## src/include/mips_cfg.svh

```systemverilog
`ifndef MIPS_CFG_SVH
`define MIPS_CFG_SVH

// Width of a data word and of the program counter
`define MIPS_DATA_W 32

// Architectural integer registers, register 0 included
`define MIPS_REG_N 32

// PC carried by the first instruction after reset
`define MIPS_RESET_PC 32'hbfc0_0000

// Byte distance between consecutive instructions
`define MIPS_PC_STEP 4

`endif

```

## src/source/mips_pkg.sv

```systemverilog
`include "mips_cfg.svh"

package mips_pkg;

    typedef logic [`MIPS_DATA_W-1:0] word_t;
    typedef logic [$clog2(`MIPS_REG_N)-1:0] creg_addr_t;
    typedef logic [4:0] shamt_t;

    typedef enum logic [3:0] {
        ALU_ADD,
        ALU_SUB,
        ALU_AND,
        ALU_OR,
        ALU_XOR,
        ALU_NOR,
        ALU_SLT,
        ALU_SLTU,
        ALU_SLL,
        ALU_SRL,
        ALU_SRA,
        ALU_LUI
    } alu_op_t;

    // imm is already sign or zero extended by decode
    typedef struct packed {
        logic       valid;
        word_t      pc;
        alu_op_t    alu_op;
        creg_addr_t rs;
        creg_addr_t rt;
        creg_addr_t dst;
        logic       use_imm;
        word_t      imm;
        shamt_t     shamt;
        logic       wen;
    } decode_data_t;

    // Operands a and b hold final values, bypass and immediate select done
    typedef struct packed {
        logic       valid;
        word_t      pc;
        alu_op_t    alu_op;
        creg_addr_t dst;
        logic       wen;
        word_t      a;
        word_t      b;
    } issue_data_t;

    typedef struct packed {
        logic       wen;
        creg_addr_t addr;
        word_t      data;
    } rf_w_t;

    typedef struct packed {
        logic       valid;
        creg_addr_t addr;
        word_t      data;
    } bypass_upd_t;

endpackage

```

## src/source/decode.sv

```systemverilog
`timescale 1ns/1ps
`include "mips_cfg.svh"

module decode import mips_pkg::*; (
    input  logic         clk,
    input  logic         arst_n,
    input  logic         inst_valid,
    input  word_t        inst,
    output decode_data_t decode_data
);

    localparam logic [5:0] OP_SPECIAL = 6'h00;
    localparam logic [5:0] OP_ADDIU   = 6'h09;
    localparam logic [5:0] OP_SLTI    = 6'h0a;
    localparam logic [5:0] OP_SLTIU   = 6'h0b;
    localparam logic [5:0] OP_ANDI    = 6'h0c;
    localparam logic [5:0] OP_ORI     = 6'h0d;
    localparam logic [5:0] OP_XORI    = 6'h0e;
    localparam logic [5:0] OP_LUI     = 6'h0f;

    localparam logic [5:0] FN_SLL  = 6'h00;
    localparam logic [5:0] FN_SRL  = 6'h02;
    localparam logic [5:0] FN_SRA  = 6'h03;
    localparam logic [5:0] FN_ADDU = 6'h21;
    localparam logic [5:0] FN_SUBU = 6'h23;
    localparam logic [5:0] FN_AND  = 6'h24;
    localparam logic [5:0] FN_OR   = 6'h25;
    localparam logic [5:0] FN_XOR  = 6'h26;
    localparam logic [5:0] FN_NOR  = 6'h27;
    localparam logic [5:0] FN_SLT  = 6'h2a;
    localparam logic [5:0] FN_SLTU = 6'h2b;

    logic       inst_valid_q;
    word_t      inst_q;
    word_t      pc_q;
    word_t      pc_cnt;
    logic       supported;
    logic       sign_ext;
    logic       is_itype;
    alu_op_t    alu_op;
    creg_addr_t dst;

    always_ff @(posedge clk or negedge arst_n) begin
        if (!arst_n) begin
            inst_valid_q <= 1'b0;
            pc_cnt       <= `MIPS_RESET_PC;
        end else begin
            inst_valid_q <= inst_valid;
            if (inst_valid) begin
                pc_cnt <= pc_cnt + `MIPS_PC_STEP;
            end
        end
    end

    // The counter value is the PC of the word being accepted
    always_ff @(posedge clk) begin
        if (inst_valid) begin
            inst_q <= inst;
            pc_q   <= pc_cnt;
        end
    end

    always_comb begin
        supported = 1'b1;
        sign_ext  = 1'b0;
        is_itype  = 1'b1;
        alu_op    = ALU_ADD;
        case (inst_q[31:26])
            OP_SPECIAL: begin
                is_itype = 1'b0;
                case (inst_q[5:0])
                    FN_SLL:  alu_op = ALU_SLL;
                    FN_SRL:  alu_op = ALU_SRL;
                    FN_SRA:  alu_op = ALU_SRA;
                    FN_ADDU: alu_op = ALU_ADD;
                    FN_SUBU: alu_op = ALU_SUB;
                    FN_AND:  alu_op = ALU_AND;
                    FN_OR:   alu_op = ALU_OR;
                    FN_XOR:  alu_op = ALU_XOR;
                    FN_NOR:  alu_op = ALU_NOR;
                    FN_SLT:  alu_op = ALU_SLT;
                    FN_SLTU: alu_op = ALU_SLTU;
                    default: supported = 1'b0;
                endcase
            end
            OP_ADDIU: begin
                alu_op   = ALU_ADD;
                sign_ext = 1'b1;
            end
            OP_SLTI: begin
                alu_op   = ALU_SLT;
                sign_ext = 1'b1;
            end
            OP_SLTIU: begin
                // Sign extended first, then compared unsigned
                alu_op   = ALU_SLTU;
                sign_ext = 1'b1;
            end
            OP_ANDI: alu_op = ALU_AND;
            OP_ORI:  alu_op = ALU_OR;
            OP_XORI: alu_op = ALU_XOR;
            OP_LUI:  alu_op = ALU_LUI;
            default: supported = 1'b0;
        endcase

        dst = is_itype ? inst_q[20:16] : inst_q[15:11];

        decode_data.valid   = inst_valid_q;
        decode_data.pc      = pc_q;
        decode_data.alu_op  = alu_op;
        decode_data.rs      = inst_q[25:21];
        decode_data.rt      = inst_q[20:16];
        decode_data.dst     = dst;
        decode_data.use_imm = is_itype;
        decode_data.imm     = sign_ext ? {{16{inst_q[15]}}, inst_q[15:0]}
                                       : {16'b0, inst_q[15:0]};
        decode_data.shamt   = inst_q[10:6];
        decode_data.wen     = supported && (dst != '0);
    end

endmodule

```

## src/source/issue.sv

```systemverilog
`timescale 1ns/1ps

module issue import mips_pkg::*; (
    input  logic         clk,
    input  logic         arst_n,
    input  decode_data_t decode_data,
    input  word_t        rs_data,
    input  word_t        rt_data,
    output issue_data_t  issue_data
);

    issue_data_t issue_next;
    issue_data_t stage_q;
    logic        valid_q;
    logic        is_shift;

    always_comb begin
        is_shift = decode_data.alu_op inside {ALU_SLL, ALU_SRL, ALU_SRA};

        issue_next.valid  = decode_data.valid;
        issue_next.pc     = decode_data.pc;
        issue_next.alu_op = decode_data.alu_op;
        issue_next.dst    = decode_data.dst;
        issue_next.wen    = decode_data.wen;

        // Shifts move rt to operand a and take the amount from the word
        if (is_shift) begin
            issue_next.a = rt_data;
            issue_next.b = word_t'(decode_data.shamt);
        end else if (decode_data.use_imm) begin
            issue_next.a = rs_data;
            issue_next.b = decode_data.imm;
        end else begin
            issue_next.a = rs_data;
            issue_next.b = rt_data;
        end
    end

    always_ff @(posedge clk or negedge arst_n) begin
        if (!arst_n) begin
            valid_q <= 1'b0;
        end else begin
            valid_q <= issue_next.valid;
        end
    end

    always_ff @(posedge clk) begin
        if (issue_next.valid) begin
            stage_q <= issue_next;
        end
    end

    always_comb begin
        issue_data       = stage_q;
        issue_data.valid = valid_q;
    end

endmodule

```

## src/source/bypass.sv

```systemverilog
`timescale 1ns/1ps

module bypass import mips_pkg::*; (
    input  creg_addr_t  rs,
    input  creg_addr_t  rt,
    input  bypass_upd_t exec_bypass,
    input  bypass_upd_t retire_bypass,
    input  word_t       rs_rd,
    input  word_t       rt_rd,
    output word_t       rs_data,
    output word_t       rt_data
);

    // The instruction in execute is younger than the one retiring, so it wins
    function automatic word_t forward(
        input creg_addr_t  addr,
        input bypass_upd_t exec_src,
        input bypass_upd_t retire_src,
        input word_t       rf_value
    );
        word_t value;
        if (addr == '0) begin
            value = '0;
        end else if (exec_src.valid && exec_src.addr == addr) begin
            value = exec_src.data;
        end else if (retire_src.valid && retire_src.addr == addr) begin
            value = retire_src.data;
        end else begin
            value = rf_value;
        end
        return value;
    endfunction

    assign rs_data = forward(rs, exec_bypass, retire_bypass, rs_rd);
    assign rt_data = forward(rt, exec_bypass, retire_bypass, rt_rd);

endmodule

```

## src/source/regfile.sv

```systemverilog
`timescale 1ns/1ps
`include "mips_cfg.svh"

module regfile import mips_pkg::*; (
    input  logic       clk,
    input  logic       arst_n,
    input  rf_w_t      rfw,
    input  creg_addr_t ra0,
    input  creg_addr_t ra1,
    output word_t      rd0,
    output word_t      rd1
);

    // Register 0 has no storage
    word_t regs [1:`MIPS_REG_N-1];

    always_ff @(posedge clk or negedge arst_n) begin
        if (!arst_n) begin
            for (int i = 1; i < `MIPS_REG_N; i++) begin
                regs[i] <= '0;
            end
        end else if (rfw.wen && rfw.addr != '0) begin
            regs[rfw.addr] <= rfw.data;
        end
    end

    // No write-through here, bypass covers the retiring instruction
    assign rd0 = (ra0 == '0) ? '0 : regs[ra0];
    assign rd1 = (ra1 == '0) ? '0 : regs[ra1];

endmodule

```

## src/source/execute.sv

```systemverilog
`timescale 1ns/1ps

module execute import mips_pkg::*; (
    input  logic        clk,
    input  logic        arst_n,
    input  issue_data_t issue_data,
    output bypass_upd_t exec_bypass,
    output rf_w_t       rfw,
    output word_t       rt_pc
);

    word_t      op_a;
    word_t      op_b;
    word_t      alu_result;
    logic       wen_q;
    creg_addr_t addr_q;
    word_t      data_q;
    word_t      pc_q;

    always_comb begin
        op_a = issue_data.a;
        op_b = issue_data.b;
        case (issue_data.alu_op)
            ALU_ADD:  alu_result = op_a + op_b;
            ALU_SUB:  alu_result = op_a - op_b;
            ALU_AND:  alu_result = op_a & op_b;
            ALU_OR:   alu_result = op_a | op_b;
            ALU_XOR:  alu_result = op_a ^ op_b;
            ALU_NOR:  alu_result = ~(op_a | op_b);
            ALU_SLT:  alu_result = word_t'($signed(op_a) < $signed(op_b));
            ALU_SLTU: alu_result = word_t'(op_a < op_b);
            // Operand a is the shifted value, b the amount
            ALU_SLL:  alu_result = op_a << op_b[4:0];
            ALU_SRL:  alu_result = op_a >> op_b[4:0];
            ALU_SRA:  alu_result = word_t'($signed(op_a) >>> op_b[4:0]);
            ALU_LUI:  alu_result = {op_b[15:0], 16'b0};
            default:  alu_result = '0;
        endcase
    end

    assign exec_bypass = '{
        valid: issue_data.valid && issue_data.wen,
        addr:  issue_data.dst,
        data:  alu_result
    };

    always_ff @(posedge clk or negedge arst_n) begin
        if (!arst_n) begin
            wen_q <= 1'b0;
        end else begin
            wen_q <= issue_data.valid && issue_data.wen;
        end
    end

    // Retire payload, kept for unsupported words as well so the PC is visible
    always_ff @(posedge clk) begin
        if (issue_data.valid) begin
            addr_q <= issue_data.dst;
            data_q <= alu_result;
            pc_q   <= issue_data.pc;
        end
    end

    assign rfw   = '{wen: wen_q, addr: addr_q, data: data_q};
    assign rt_pc = pc_q;

endmodule

```

## src/source/datapath.sv

```systemverilog
`timescale 1ns/1ps

module datapath import mips_pkg::*; (
    input  logic  clk,
    input  logic  arst_n,
    input  logic  inst_valid,
    input  word_t inst,
    output rf_w_t rfw_out,
    output word_t rt_pc_out
);

    decode_data_t decode_data;
    issue_data_t  issue_data;
    bypass_upd_t  exec_bypass;
    bypass_upd_t  retire_bypass;
    rf_w_t        rfw;
    word_t        rt_pc;
    word_t        rs_rd;
    word_t        rt_rd;
    word_t        rs_data;
    word_t        rt_data;

    decode decode (
        .clk         (clk),
        .arst_n      (arst_n),
        .inst_valid  (inst_valid),
        .inst        (inst),
        .decode_data (decode_data)
    );

    regfile regfile (
        .clk    (clk),
        .arst_n (arst_n),
        .rfw    (rfw),
        .ra0    (decode_data.rs),
        .ra1    (decode_data.rt),
        .rd0    (rs_rd),
        .rd1    (rt_rd)
    );

    bypass bypass (
        .rs            (decode_data.rs),
        .rt            (decode_data.rt),
        .exec_bypass   (exec_bypass),
        .retire_bypass (retire_bypass),
        .rs_rd         (rs_rd),
        .rt_rd         (rt_rd),
        .rs_data       (rs_data),
        .rt_data       (rt_data)
    );

    issue issue (
        .clk         (clk),
        .arst_n      (arst_n),
        .decode_data (decode_data),
        .rs_data     (rs_data),
        .rt_data     (rt_data),
        .issue_data  (issue_data)
    );

    execute execute (
        .clk         (clk),
        .arst_n      (arst_n),
        .issue_data  (issue_data),
        .exec_bypass (exec_bypass),
        .rfw         (rfw),
        .rt_pc       (rt_pc)
    );

    // The retiring write doubles as the oldest forwarding source
    assign retire_bypass = '{valid: rfw.wen, addr: rfw.addr, data: rfw.data};

    assign rfw_out   = rfw;
    assign rt_pc_out = rt_pc;

endmodule

```

## config.mk

```make
export PLATFORM = sky130hd
export DESIGN_NAME = datapath
export DESIGN_NICKNAME = d
export VERILOG_FILES = /design/src/source/mips_pkg.sv /design/src/source/decode.sv /design/src/source/issue.sv /design/src/source/bypass.sv /design/src/source/regfile.sv /design/src/source/execute.sv /design/src/source/datapath.sv
export VERILOG_INCLUDE_DIRS = /design/src /design/src/include
export SDC_FILE = /design/constraint.sdc
export NUM_CORES = 2
export LEC_CHECK = 0
export ABC_AREA = 1
export CELL_PAD_IN_SITES_DETAIL_PLACEMENT = 0
export CELL_PAD_IN_SITES_GLOBAL_PLACEMENT = 1
export CORE_MARGIN = 5
export CORE_UTILIZATION = 25
export CTS_BUF_LIST = sky130_fd_sc_hd__clkbuf_16
export CTS_CLUSTER_SIZE = 30
export DETAILED_ROUTE_END_ITERATION = 10
export DONT_BUFFER_PORTS = 1
export GPL_TIMING_DRIVEN = 0
export PLACE_DENSITY_LB_ADDON = 0.1
export SYNTH_ARGS = -nofsm -noshare
export SYNTH_HDL_FRONTEND = slang
export SYNTH_HIERARCHICAL = 1
export SYNTH_SLANG_ARGS = --single-unit
```

## constraint.sdc

```tcl
create_clock -name clk -period 6.7 [get_ports clk]
set_input_delay 0.67 -clock clk [delete_from_list [all_inputs] [get_ports clk]]
set_output_delay 0.67 -clock clk [all_outputs]
set_load 0.05 [all_outputs]
```

== After elaboration in Yosys (flattened, before gate mapping) ==
Index checks and enable logic that the tools add are counted.

* Add/sub/neg operators: 3
* Bitwise gates (word level): 7
* Shifts and indexed selects: 3
* Muxes and demuxes: 25
* Magnitude comparators: 6
* Equality and inequality tests: 35
* Reduce and logical (&&, ||, !) cells: 19

{| class="wikitable"
|+ Operators with widths
! cell !! number
|-
| 992-bit bitwise mux || 1
|-
| 32-bit 2-to-1 mux || 13
|-
| 32-bit case mux with 12 select lines || 1
|-
| 32-bit binary-select mux with 5-bit select || 2
|-
| 32-bit demux with 5-bit select || 1
|-
| 32-bit less-than comparator || 2
|-
| 64-bit 2-to-1 mux || 1
|-
| 6-bit equality test (second input constant) || 8
|-
| 6-bit by 4-bit equality test with 1-bit output (second input constant) || 7
|-
| 4-bit case mux with 10 select lines || 1
|-
| 32-bit by 3-bit adder with 32-bit output (second input constant) || 1
|-
| 32-bit adder || 1
|-
| 32-bit AND || 1
|-
| 32-bit NOT || 1
|-
| 32-bit bitwise OR || 1
|-
| 32-bit by 5-bit left shift with 32-bit output || 1
|-
| 32-bit by 5-bit >> shifter with 32-bit output || 1
|-
| 32-bit by 5-bit >>> shifter with 32-bit output || 1
|-
| 32-bit subtractor || 1
|-
| 32-bit bitwise XOR || 1
|-
| 4-bit equality test (second input constant) || 7
|-
| 4-bit case mux with 7 select lines || 1
|-
| 5-bit equality test || 4
|-
| 6-bit >= comparator (second input constant) || 3
|-
| 18 further kinds || 36
|}

* Input port bits: 35
* Word-level logic and storage cells: 145
* Flip-flop bits (word level): 1,266
* Output and inout port bits: 70

== Logic depth before layout (Yosys ltp) ==
* Word-level depth: 9
* Mapped depth: 26
* Gate-level depth less buffers: 25

== Modules after synthesis ==
The synthesis kept the hierarchy.

{| class="wikitable"
|+ By module, submodules not included
! module !! cells an instance !! area each (um^2) !! seq. area each (um^2) !! times used
|-
| regfile || 9,244 || 58,464.8 || 24,823.8 || 1
|-
| execute || 2,279 || 12,632.1 || 2,097.0 || 1
|-
| issue || 395 || 4,445.5 || 3,208.1 || 1
|-
| decode || 436 || 4,440.5 || 2,648.8 || 1
|-
| bypass || 596 || 2,499.9 || 0.0 || 1
|}

== Worst setup path after synthesis ==
OpenSTA, ideal clock, no wires.

* Path type: register to register
* Start point: register issue.stage_q (netlist bit issue/issue_data[3])
* End point: register issue.stage_q (netlist bit issue/issue_data[31]) (data pin)
* Arrival time: 2,752 ps
* Slack: 3,699 ps
* Stages on the path, launching flop included: 24
* Setup time: 249 ps
* Path buffers: 2
* Required time: 6,451 ps
* Period minus slack after synthesis: 3,001 ps
* Path through: edfxtp_1 > inv_2 > clkbuf_1 > ha_1 > buf_2 > nor2_1 > nand2_1 > nand3b_1 > nand2_1 > nand2_1 > nand2_1 > nand2_1 > nand2_1 > nand2_1 > nand3_1 > nand3_1 > nor2_1 > nor2_1 > nand2_1 > inv_1 > nand2_1 > nand2_1 > nand2_1 > inv_1

{| class="wikitable"
|+ RTL lines
! element !! line !! RTL
|-
| start, declared || issue.sv:13 || <nowiki>issue_data_t stage_q;</nowiki>
|-
| start signal, assigned || issue.sv:49 || <nowiki>stage_q <= issue_next;</nowiki>
|}

== Worst setup path after layout ==
* Start point: register decode.inst_q[17]
* End point: register issue.stage_q (netlist bit issue/issue_data[8]) (data pin)

* Word-level cells in the longest chain between the ends: 8
* Elaborated cells on any way between the ends: 13
* Classes of those cells: eq/ne: 2; mux: 7; bitwise: 1; reduce/logical: 3

{| class="wikitable"
|+ Ends and longest elaborated chain
! element !! line !! RTL
|-
| start, declared || decode.sv:34 || <nowiki>word_t inst_q;</nowiki>
|-
| start signal, assigned || decode.sv:58 || <nowiki>inst_q <= inst;</nowiki>
|-
| 5-bit NOT with 6-bit output (implied by the code) || regfile.sv:29 || <nowiki>assign rd1 = (ra1 == '0) ? '0 : regs[ra1];</nowiki>
|-
| 32-bit binary-select mux with 5-bit select || regfile.sv:29 ||
|-
| 32-bit 2-to-1 mux (implied by the code) (2 in series) || regfile.sv:29 ||
|-
| named net rt_rd[8] || datapath.sv:19 || <nowiki>word_t rt_rd;</nowiki>
|-
| 32-bit 2-to-1 mux || bypass.sv:26 || <nowiki>end else if (retire_src.valid && retire_src.addr == addr) begin</nowiki>
|-
| 32-bit 2-to-1 mux || bypass.sv:24 || <nowiki>end else if (exec_src.valid && exec_src.addr == addr) begin</nowiki>
|-
| 32-bit 2-to-1 mux || bypass.sv:22 || <nowiki>if (addr == '0) begin</nowiki>
|-
| named net rt_data[8] || datapath.sv:21 || <nowiki>word_t rt_data;</nowiki>
|-
| 32-bit 2-to-1 mux || issue.sv:30 || <nowiki>end else if (decode_data.use_imm) begin</nowiki>
|}

The timed path passes the listed nets, and every way through them passes these cells. The select of a mux whose other input is x is not followed.
A chain may end at the register's enable or synchronous reset.

==> metrics.cfg <==
[drt]
vias = 91300
dr.pass1.iters = 8
avgRoutedWirePerCell_um = 31.2
wirelength_um = 553000
viasPerCell = 5.14
drtAntennaViolNets = 0
drc = 0
drt-initial-drc-count = 11900

[synth]
ys_ff_latch = 1262
yosysWarnings = 6
synth_area_leaders = dfrtp_1 31%, nand2_1 27%, nand3_1 11%, edfxtp_1 8.6%, inv_1 5.9%
syn_inst = 13000
syn_area_per_cell_um2 = 6.37
async_flop_share_pct = 81.2
synth_area_leader_cell = dfrtp_1
synth_edf_count = 237
seq_area_frac_synth_pct = 39.7
syn_area_um2 = 82500
yosysUniqueCellTypes = 54
synth_top_cell_area_share_pct = 30.8
synth_flop_cell = dfrtp_1

[timing]
final-hold-violation-count = 0
min_period_over_period_pct = 89.0
max_freq_mhz = 168
slew_headroom_pct = -10.1
fin_ws_ns = 0.740
rsz0062_at_grt = false
skew_ns = 0.0586
hold_ws_ns = 0.116
setup_viol = 0
setup-tns-final_ns = 0
tightestPinTransition_ns = 1.65
fin_crit_ns = 5.96
maxSlewViolCount = 157

[hold_path]
hp-class = input pin to flip-flop

[power]
switching_share_pct = 40.3
seqPwrFrac_pct = 37.2
p_sw_mw = 10.8
clock_power_share_pct = 35.4
p_comb_share_pct = 27.5
p_leak_nw = 47.7
power_density_nw_per_um2 = 283
power.internal_mw = 16.0
ir_drop_uv = 177
power_mw = 26.9

[floorplan]
fp.dieH_um = 584
ios = 105
core_area_um2 = 329000
rows = 211
start_util_pct = 25.0
die_x_um = 584
dieArea_um2 = 342000

[clocking]
cts_hold_buffers = 35
tritoncts = built
cts_max_level = 4
postCtsSetupBuffers = 0
cts.path.max_buffers = 4
cts_inserted_buffers = 175
clock_latency_ns = 0.90
clock-sinks = 1262
ctsResizeCount = 0
clk_pin_slew_worst_paths_ns = 0.06
clockRootBuffer = clkbuf_16

[critical_path]
cp_slowest_cell = clkbuf_1
max_stage_delay_ns = 1.10
worstPathArrival_ns = 6.53
start_kind = flip-flop
crit_chain = buf_4, buf_2, inv_2, clkbuf_1, clkbuf_1, a21oi_1, nand3_1, nand3_1, nand3_1, nand2_1, nand2_1, nand3_1, nand2_1, inv_1, nand2_1, nand2_1, nand2_1, inv_1
crit_top_cell = nand2_1
crit_type = flip-flop to flip-flop
critPathCaptureType = flip-flop
cp.required_ns = 7.27
critPathMaxFanout = 10

[final_layout]
synthToLayoutAreaGrowth_pct = 15.0
instances_no_fill = 17700
drive_above_1_share_pct = 5.59
fin_area_um2 = 94800
final_nets = 13300
final_core_util_pct = 28.8

[grt]
grt_max_degree = 168
grt_overflow_total = 0
grt_pass1_wl_um = 741000
track_usage_pct = 31.3
grt_pass1_vias = 85400
antenna_found_initial = 73

[place]
dpl-instance-area_um2 = 88700
gp_congestion = 0.970
place_ws_ns = 0.952
hpwl_um = 429000
dp_cells = 17300
portBuffers = 0

[job]
max_cap_viol_count = 18

[run_status]
outcome = finished, violations left
failed_checks = max-capacitance violations, max-slew violations

-- cell type report --
| type | instances | area, um^2 |
|---|---|---|
| Fill cell | 37100 | 235000 |
| Multi-Input combinational cell | 9494 | 40800 |
| Sequential cell | 1262 | 32800 |
| Tap cell | 4366 | 5460 |
| Inverter | 1333 | 5010 |
| Clock buffer | 180 | 4500 |
| Buffer | 862 | 3960 |
| Timing Repair Buffer | 70 | 1130 |
| Clock inverter | 133 | 1070 |
| Antenna cell | 41 | 103 |
-- worst max-delay path, delay by kind of cell, from the launching register on --
| family | cells | cell delay [ns] |
|---|---|---|
| buffers and inverters | 7 | 3.29 |
| flip-flops | 1 | 0.48 |
| AO/OA/AOI/OAI | 1 | 0.17 |
| AND/OR/NAND/NOR | 10 | 1.63 |
-- cell usage in the layout (no fill, tap or decap), drive strengths merged, types with 5 or more instances in the layout --
master / netlist / final
o21bai: 10 / 10
inv: 1333 / 1370
edfxtp: 237 / 237
and2: 8 / 8
dfstp: 9 / 9
o21ai: 677 / 677
ha: 99 / 99
nand4: 38 / 38
diode: 0 / 41
nand3: 1745 / 1745
a21oi: 302 / 302
xor2: 14 / 14
xnor2: 11 / 11
a31oi: 5 / 5
clkbuf: 472 / 652
o211ai: 18 / 18
nor2: 583 / 583
nand3b: 11 / 11
dfrtp: 1016 / 1016
dlygate4sd3: 0 / 33
buf: 390 / 427
o22ai: 11 / 11
clkinv: 0 / 75
nor3: 35 / 35
nand2: 5895 / 5895
bufinv: 0 / 17
-- worst paths after layout --
check	cells past startpoint	endpoint	start	slack, ns
worst max-delay path	18	issue/issue_data[8]	decode/inst_q[17]	0.74
worst min-delay path	1	decode/inst_valid_q	inst_valid	0.12
worst max register to register	18	issue/issue_data[8]	decode/inst_q[17]	0.74
worst min register to register	0	issue/issue_data[77]	decode/pc_q[3]	0.41
max in group asynchronous	4	decode/pc_cnt[17]	arst_n	3.95
min in group asynchronous	2	regfile/regs[200]	arst_n	0.47
-- synth_stat cells, types with 13 or more instances --
master,number
a21oi_1,302
buf_1,68
buf_2,235
buf_4,74
buf_6,13
clkbuf_1,469
dfrtp_1,1016
edfxtp_1,237
ha_1,99
inv_1,1296
inv_2,35
nand2_1,5887
nand3_1,1736
nand4_1,38
nor2_1,551
nor2_2,22
nor3_1,31
o211ai_1,18
o21ai_0,650
o21ai_1,26
xor2_1,14
-- state kept, by name, summed over array words and instances (netlist names) --
name                 flops
regfile/regs           992
issue/issue_data       106
decode/inst_q           32
execute/data_q          32
execute/rt_pc           32
decode/pc_cnt           30
decode/pc_q             30
execute/addr_q           5
decode/inst_valid_q      1
execute/wen_q            1
issue/valid_q            1
-- power groups by stage --
| stage | Sequential [mW] | Combinational, mW | Clock, mW |
|---|---|---|---|
| after floorplan | 9.58 | 3.79 | 0 |
| after global placement | 10.1 | 6.87 | 0 |
| after detailed placement | 10.1 | 7.13 | 0 |
| after CTS | 9.94 | 7.20 | 9.75 |
| after global routing | 10.1 | 7.88 | 10.0 |
| final | 9.98 | 7.38 | 9.50 |
-- logic make-up after synthesis --
family	after synthesis	share of synthesized area [%]
compound gates	1043	6.53
fa+ha+maj	101	1.55
flops	1262	39.7
buf+inv	2195	10.8
simple gates	8323	41.1
xor+xnor	25	0.265
other cells	1	0.00455
-- layer usage --
metal	up-vias	global-route usage, %	wire length [um]
li1	40900	-	-
met3	859	5.86	45000
met1	45100	43.6	245000
met5	-	0	114
met4	18	12.9	26600
met2	4323	47.6	236000
(Power assumes the default switching activity.)
